## src/hdl/pool_pkg.sv

```systemverilog
`default_nettype none

package pool_pkg;

    // one pixel word, unsigned
    typedef logic [15:0] pixel_t;

    // row parity of the 2x2 window
    typedef enum logic {
        ROW_EVEN = 1'b0,  // pair maxima go into the line buffer
        ROW_ODD  = 1'b1   // line buffer is read, block maxima come out
    } row_phase_e;

    // image is IMG_W x IMG_W, must be even and >= 4
    parameter int IMG_W_DEFAULT = 8;

endpackage

`default_nettype wire

```

## src/hdl/pool_ctrl.sv

```systemverilog
`timescale 1ns/1ns
`default_nettype none

module pool_ctrl #(
    parameter int IMG_W = 8
) (
    input  wire logic                                clk,
    input  wire logic                                rst_n,
    input  wire logic                                pix_valid,
    output logic                                     hold_en,
    output logic                                     buf_wr,
    output logic                                     blk_en,
    output logic [$clog2(IMG_W/2)-1:0]               buf_addr,
    output logic                                     pool_valid,
    output logic                                     frame_done
);

    localparam int ADDR_W = $clog2(IMG_W/2);
    localparam int COL_W  = ADDR_W + 1;       // column = {pair index, lsb}
    localparam logic [COL_W-1:0]  COL_LAST  = COL_W'(IMG_W - 1);
    localparam logic [ADDR_W-1:0] PAIR_LAST = ADDR_W'(IMG_W/2 - 1);

    logic [COL_W-1:0]     col;                // current column
    logic [ADDR_W-1:0]    row_pair;           // which pair of rows we are in
    pool_pkg::row_phase_e phase;
    pool_pkg::row_phase_e phase_nxt;
    logic                 row_end;            // valid pixel in the last column
    logic                 odd_col;
    logic                 last_blk;           // bottom-right block of the frame

    assign odd_col  = col[0];
    assign row_end  = pix_valid && (col == COL_LAST);
    assign last_blk = row_end && (phase == pool_pkg::ROW_ODD) && (row_pair == PAIR_LAST);

    // strobes decoded straight from the counters, qualified by the input strobe
    assign hold_en  = pix_valid && !odd_col;
    assign buf_wr   = pix_valid && odd_col && (phase == pool_pkg::ROW_EVEN);
    assign blk_en   = pix_valid && odd_col && (phase == pool_pkg::ROW_ODD);
    assign buf_addr = col[COL_W-1:1];         // same slot for write and read

    always_ff @(posedge clk or negedge rst_n) begin
        if (!rst_n) begin
            col <= '0;
        end else if (row_end) begin
            col <= '0;                        // wrap at end of row
        end else if (pix_valid) begin
            col <= col + 1'b1;
        end
    end

    // row phase flips at every row end
    always_comb begin
        phase_nxt = phase;
        if (row_end) begin
            case (phase)
                pool_pkg::ROW_EVEN: phase_nxt = pool_pkg::ROW_ODD;
                default:            phase_nxt = pool_pkg::ROW_EVEN;
            endcase
        end
    end

    always_ff @(posedge clk or negedge rst_n) begin
        if (!rst_n) begin
            phase <= pool_pkg::ROW_EVEN;
        end else begin
            phase <= phase_nxt;
        end
    end

    // counts completed row pairs; only used to find the end of frame
    always_ff @(posedge clk or negedge rst_n) begin
        if (!rst_n) begin
            row_pair <= '0;
        end else if (row_end && phase == pool_pkg::ROW_ODD) begin
            if (row_pair == PAIR_LAST) begin
                row_pair <= '0;
            end else begin
                row_pair <= row_pair + 1'b1;
            end
        end
    end

    // output pulses, one clock after the bottom-right pixel of a block
    always_ff @(posedge clk or negedge rst_n) begin
        if (!rst_n) begin
            pool_valid <= 1'b0;
            frame_done <= 1'b0;
        end else begin
            pool_valid <= blk_en;
            frame_done <= last_blk;           // lines up with the last pool_valid
        end
    end

endmodule

`default_nettype wire

```

## src/hdl/pool_line_buffer.sv

```systemverilog
`timescale 1ns/1ns
`default_nettype none

module pool_line_buffer #(
    parameter int IMG_W = 8
) (
    input  wire logic                         clk,
    input  wire logic                         wr,
    input  wire logic [$clog2(IMG_W/2)-1:0]   addr,
    input  wire pool_pkg::pixel_t             din,
    output pool_pkg::pixel_t                  dout
);

    localparam int DEPTH = IMG_W / 2;         // one entry per column pair

    pool_pkg::pixel_t mem [DEPTH];

    // even row writes pair maxima
    always_ff @(posedge clk) begin
        if (wr) begin
            mem[addr] <= din;
        end
    end

    // odd row reads the same slot back in the same cycle as the pixel
    assign dout = mem[addr];

endmodule

`default_nettype wire

```

## src/hdl/pool_max_unit.sv

```systemverilog
`timescale 1ns/1ns
`default_nettype none

module pool_max_unit (
    input  wire logic             clk,
    input  wire logic             rst_n,
    input  wire pool_pkg::pixel_t pix,
    input  wire logic             hold_en,
    input  wire logic             blk_en,
    input  wire pool_pkg::pixel_t buf_rd,
    output pool_pkg::pixel_t      pair_max,
    output pool_pkg::pixel_t      pool_out
);

    pool_pkg::pixel_t left_pix;               // even-column pixel of the pair
    pool_pkg::pixel_t blk_max;

    // left pixel of the current pair
    always_ff @(posedge clk) begin
        if (hold_en) begin
            left_pix <= pix;
        end
    end

    // horizontal max, valid while the odd-column pixel is on pix
    always_comb begin
        if (pix > left_pix) begin
            pair_max = pix;
        end else begin
            pair_max = left_pix;
        end
    end

    // vertical max against the pair parked from the row above
    always_comb begin
        if (pair_max > buf_rd) begin
            blk_max = pair_max;
        end else begin
            blk_max = buf_rd;
        end
    end

    always_ff @(posedge clk or negedge rst_n) begin
        if (!rst_n) begin
            pool_out <= '0;
        end else if (blk_en) begin
            pool_out <= blk_max;              // held until the next block
        end
    end

endmodule

`default_nettype wire

```

## src/hdl/pool_top.sv

```systemverilog
`timescale 1ns/1ns
`default_nettype none

module pool_top #(
    parameter int IMG_W = pool_pkg::IMG_W_DEFAULT
) (
    input  wire logic             clk,
    input  wire logic             rst_n,
    input  wire pool_pkg::pixel_t pix,
    input  wire logic             pix_valid,
    output pool_pkg::pixel_t      pool_out,
    output logic                  pool_valid,
    output logic                  frame_done
);

    localparam int ADDR_W = $clog2(IMG_W/2);

    logic              hold_en;               // capture left pixel of a pair
    logic              buf_wr;                // park pair max, even rows
    logic              blk_en;                // finish a block, odd rows
    logic [ADDR_W-1:0] buf_addr;
    pool_pkg::pixel_t  pair_max;
    pool_pkg::pixel_t  buf_rd;

    pool_ctrl #(
        .IMG_W      (IMG_W)
    ) i_ctrl (
        .clk        (clk),
        .rst_n      (rst_n),
        .pix_valid  (pix_valid),
        .hold_en    (hold_en),
        .buf_wr     (buf_wr),
        .blk_en     (blk_en),
        .buf_addr   (buf_addr),
        .pool_valid (pool_valid),
        .frame_done (frame_done)
    );

    pool_line_buffer #(
        .IMG_W (IMG_W)
    ) i_line_buffer (
        .clk   (clk),
        .wr    (buf_wr),
        .addr  (buf_addr),
        .din   (pair_max),
        .dout  (buf_rd)
    );

    pool_max_unit i_max_unit (
        .clk      (clk),
        .rst_n    (rst_n),
        .pix      (pix),
        .hold_en  (hold_en),
        .blk_en   (blk_en),
        .buf_rd   (buf_rd),
        .pair_max (pair_max),
        .pool_out (pool_out)
    );

endmodule

`default_nettype wire

```

## config.mk

```make
export PLATFORM = sky130hd
export DESIGN_NAME = pool_top
export DESIGN_NICKNAME = d
export VERILOG_FILES = /design/src/hdl/pool_pkg.sv /design/src/hdl/pool_ctrl.sv /design/src/hdl/pool_line_buffer.sv /design/src/hdl/pool_max_unit.sv /design/src/hdl/pool_top.sv
export SDC_FILE = /design/constraint.sdc
export NUM_CORES = 1
export LEC_CHECK = 0
export BUFFER_PORTS_ARGS = -buffer_cell sky130_fd_sc_hd__buf_2
export CORE_UTILIZATION = 61
export CTS_CLUSTER_DIAMETER = 100
export DETAILED_ROUTE_END_ITERATION = 12
export GPL_TIMING_DRIVEN = 0
export PLACE_DENSITY_LB_ADDON = 0.25
export SETUP_SLACK_MARGIN = 0.2
export SKIP_CTS_REPAIR_TIMING = 1
export SLEW_MARGIN = 20
export SYNTH_ARGS = -nofsm -noshare
export SYNTH_HDL_FRONTEND = slang
export SYNTH_HIERARCHICAL = 1
export SYNTH_SLANG_ARGS = --single-unit
```

## constraint.sdc

```tcl
create_clock -name clk -period 4.2 [get_ports clk]
set_input_delay 0.63 -clock clk [delete_from_list [all_inputs] [get_ports clk]]
set_output_delay 0.63 -clock clk [all_outputs]
set_load 0.005 [all_outputs]
```

==> impl_metrics.py <==
metrics = {
    "worst_hold_path": {
        "hold_path.class": "in2async",
    },
    "timing": {
        "layout_worst_path_cycle_share": 0.949,
        "timing.fmax_ghz": 0.251,
        "endpoints_failing_hold": 0,
        "slew-limit-headroom": 0.393,
        "finalWorstPathRequiredPeriod_ns": 3.98,
        "maxSlewViolCount": 0,
        "fin_setup_tns_ns": 0,
        "hold_ws_ns": 0.259,
        "clock_skew_ns": 0.0104,
        "tightest_slew_ns": 0.910,
        "setup-violations-final": 0,
    },
    "drt": {
        "average_detailed_routed_wire_length_per_instance_microns": 19.9,
        "dr.first_iter.drc_count": 250,
        "drtAntennaViolNets": 0,
        "routed-via-count": 4004,
        "first_pass_iters": 5,
        "routed_vias_inst": 6.36,
        "drc_errors": 0,
        "totalWireLength_mm": 12.6,
    },
    "grt": {
        "grt_pass1_wl_mm": 19.2,
        "grt_pass1_vias": 3863,
        "met1_usage": 0.358,
        "grtUsageMet3": 0.0462,
        "maximum_number_of_pins_on_one_net_before_global_route_repair": 25,
        "grt_remaining_overflow": 0,
        "grt_use_total": 0.265,
        "grt_antenna_before_repair": 0,
        "grt-busiest-layer": "met2",
        "grt_util_met2": 0.437,
    },
    "setup_path": {
        "reg2reg_setup_slack_ns": 0.22,
        "worst_path_class_setup": "reg2reg",
        "crit_required_ns": 4.48,
        "startpoint_of_the_most_critical_register_to_register_path": "i_max_unit/left_pix[15]",
        "r2r.worst_path.cells": 18,
        "crit-reg2reg-capture": "i_max_unit/pool_out[1]",
        "setup.worst_path.start_class": "flip-flop",
        "critical_path_arrival_ns": 4.27,
        "crit_path_max_fanout": 10,
        "timing.critical_path.to_type": "flip-flop",
    },
    "synthesis": {
        "mappedNetlistNets": 501,
        "ys_dominant_reg_cell": "sky130_fd_sc_hd__edfxtp_1",
        "synth_mux_area_frac": 0.0698,
        "yosys.cell_types.count": 45,
        "yosys_warning_total": 6,
        "synth-seq-cells": 104,
        "count_of_flip_flops_with_a_built_in_enable_after_synthesis": 80,
        "synth_sequential_area_ratio": 0.547,
        "post_synthesis_average_cell_area_sq_um": 12.3,
        "synthCells": 447,
        "ys_top_cells_by_area": "sky130_fd_sc_hd__edfxtp_1, sky130_fd_sc_hd__dfrtp_1, sky130_fd_sc_hd__ha_1",
        "synth-adder-area-share": 0.0798,
        "synth_simple_gate_area_share": 0.103,
        "synth.most_common_cell": "sky130_fd_sc_hd__edfxtp_1",
        "synth_area_sq_um": 5490,
        "synthDominantCellAreaShare": 0.438,
        "synth_top_family_by_area": "compound AO/OA/AOI/OAI gates",
        "async_sr_flop_fraction": 0.231,
        "synth-compound-area-share": 0.128,
        "synth_xor_area_frac": 0.00160,
        "synthDominantAreaCellType": "sky130_fd_sc_hd__edfxtp_1",
        "post_synth_most_frequent_cells": "sky130_fd_sc_hd__edfxtp_1, sky130_fd_sc_hd__inv_1, sky130_fd_sc_hd__ha_1",
    },
    "placed_design": {
        "dp.final_hpwl_mm": 8.76,
        "placement.io_buffers": 36,
        "gp_routability_congestion": 0.912,
        "placedCellCount": 593,
    },
    "clock_network": {
        "clk_lat_worst_skew_ns": 0.37,
        "sink_count_of_the_clock_tree": 104,
        "cts.root.buffer_cell": "sky130_fd_sc_hd__clkbuf_8",
        "path_clk_slew_ns": 0.10,
        "cts_htree_levels": 3,
        "tritoncts": "done",
        "number_of_buffers_between_clock_root_and_the_deepest_sink": 2,
        "numCtsBuffers": 9,
    },
    "power": {
        "cellLeakagePower_nw": 2.58,
        "powerDensity_nw_per_um2": 520,
        "vdd.ir_drop.worst_v": 0.000291,
    },
    "run_status": {
        "run_status": "finished clean",
    },
    "cells_and_area": {
        "share_of_cells_above_drive_strength_1": 0.330,
        "fillers": 568,
        "insertedDiodeCount": 0,
        "layout.area.seq_sq_um": 3000,
        "area.growth.synth_to_final_pct": 18.1,
        "layoutNonFillerInstCount": 630,
        "multi_input_comb_area_sq_um": 2380,
        "nNetsFinal": 571,
    },
    "floorplan": {
        "floorplan.die.width_microns": 96.8,
        "ioPinCount": 37,
        "core-area_sq_um": 8720,
        "initial_utilization": 0.629,
        "fp.dieArea_sq_um": 9380,
        "core.rowCount": 34,
        "die_height_microns": 96.8,
    },
    "job": {
        "maxCapViolCount": 0,
    },
}
-- through the flow --
stage	setup WS [ns]	utilization	area, sq um	total power, mW
6_report	0.215	0.743	6480	3.37
5_1_grt	-0.00887	0.743	6480	3.57
4_1_cts	-0.308	0.690	6020	3.20
3_5_place_dp	-0.622	0.668	5820	2.58
3_3_place_gp	-0.484	0.665	5800	2.50
2_1_floorplan	0.202	-	5490	2.22
-- layout make-up --
class / instances / area share
clock inverters: 5 / 0.00965
clock buffers: 11 / 0.0203
inverters: 57 / 0.0330
well taps: 108 / 0.0209
flip-flops and latches: 104 / 0.463
multi-input cells: 258 / 0.367
repair buffers: 60 / 0.0562
plain buffers: 27 / 0.0299
-- metal layers --
layer,vias to the layer above,part of all wire
li1,1844,-
met1,1968,0.41
met2,164,0.50
met3,28,0.071
met4,0,0.020
met5,-,0
-- critical path, stage by stage (launching register included) --
cell,delay [ns]
sky130_fd_sc_hd__edfxtp_1,0.37
sky130_fd_sc_hd__inv_1,0.07
sky130_fd_sc_hd__ha_4,0.30
sky130_fd_sc_hd__nand4_4,0.14
sky130_fd_sc_hd__or3_1,0.41
sky130_fd_sc_hd__buf_6,0.15
sky130_fd_sc_hd__and3_1,0.18
sky130_fd_sc_hd__buf_6,0.13
sky130_fd_sc_hd__buf_6,0.14
sky130_fd_sc_hd__a31oi_1,0.24
sky130_fd_sc_hd__or2_4,0.20
sky130_fd_sc_hd__ha_1,0.26
sky130_fd_sc_hd__a21oi_1,0.14
sky130_fd_sc_hd__o21ai_1,0.14
sky130_fd_sc_hd__a211oi_2,0.32
sky130_fd_sc_hd__a21o_1,0.21
sky130_fd_sc_hd__nand2_4,0.11
sky130_fd_sc_hd__buf_6,0.21
sky130_fd_sc_hd__o221ai_2,0.17
-- registers in the layout (all words and copies together) (netlist names) --
signal and flops:
i_max_unit/pool_out 16, i_max_unit/left_pix 16, i_line_buffer/mem 64, i_ctrl/frame_done 1, i_ctrl/row_pair 2, i_ctrl/pool_valid 1
i_ctrl/phase 1, i_ctrl/col 3
-- cells in the final DEF (no fill, tap or decap), drive strengths merged, types with 2 or more instances in the layout --
cell / count
a21o: 2
a21oi: 13
a31oi: 16
and3: 3
and3b: 2
buf: 77
clkbuf: 21
clkinvlp: 2
dfrtp: 24
edfxtp: 80
ha: 35
inv: 59
mux2: 2
mux4: 16
nand2: 13
nand2b: 2
nand3: 18
nand3b: 2
nand4: 24
nor2: 7
nor4: 2
o21ai: 40
o221ai: 17
o31ai: 16
or2: 15
-- how the worst max path moves through the flow --
| stage | from | slack (ns) | cells past startpoint | to |
|---|---|---|---|---|
| 3_3_place_gp | pix[13] | -0.48 | 17 | i_max_unit/pool_out[3] |
| 5_1_grt | i_max_unit/left_pix[15] | -0.009 | 18 | i_max_unit/pool_out[1] |
| 4_1_cts | i_max_unit/left_pix[13] | -0.31 | 16 | i_max_unit/pool_out[6] |
| 2_1_floorplan | pix[15] | 0.20 | 16 | i_max_unit/pool_out[0] |
| 6_report | i_max_unit/left_pix[15] | 0.22 | 18 | i_max_unit/pool_out[1] |
| 3_5_place_dp | pix[13] | -0.62 | 16 | i_max_unit/pool_out[1] |
-- kinds of logic (layout without fill, tap and decap cells) --
| group | count (synthesis) | in the layout |
|---|---|---|
| AO/OA/AOI/OAI | 109 | 109 |
| XOR/XNOR | 1 | 1 |
| multiplexers | 18 | 18 |
| AND/OR/NAND/NOR | 95 | 95 |
| adder cells (fa/ha/maj) | 35 | 35 |
| flip-flops | 104 | 104 |
| buffers and inverters | 85 | 160 |
-- report_power, final --
part | leakage (nW) | internal [mW] | switching (mW) | total [mW]
Combinational | 1.45 | 0.614 | 0.724 | 1.34
Sequential | 1.03 | 1.32 | 0.0850 | 1.40
Clock | 0.0906 | 0.281 | 0.346 | 0.626
Power figures use the tool's default switching activity.
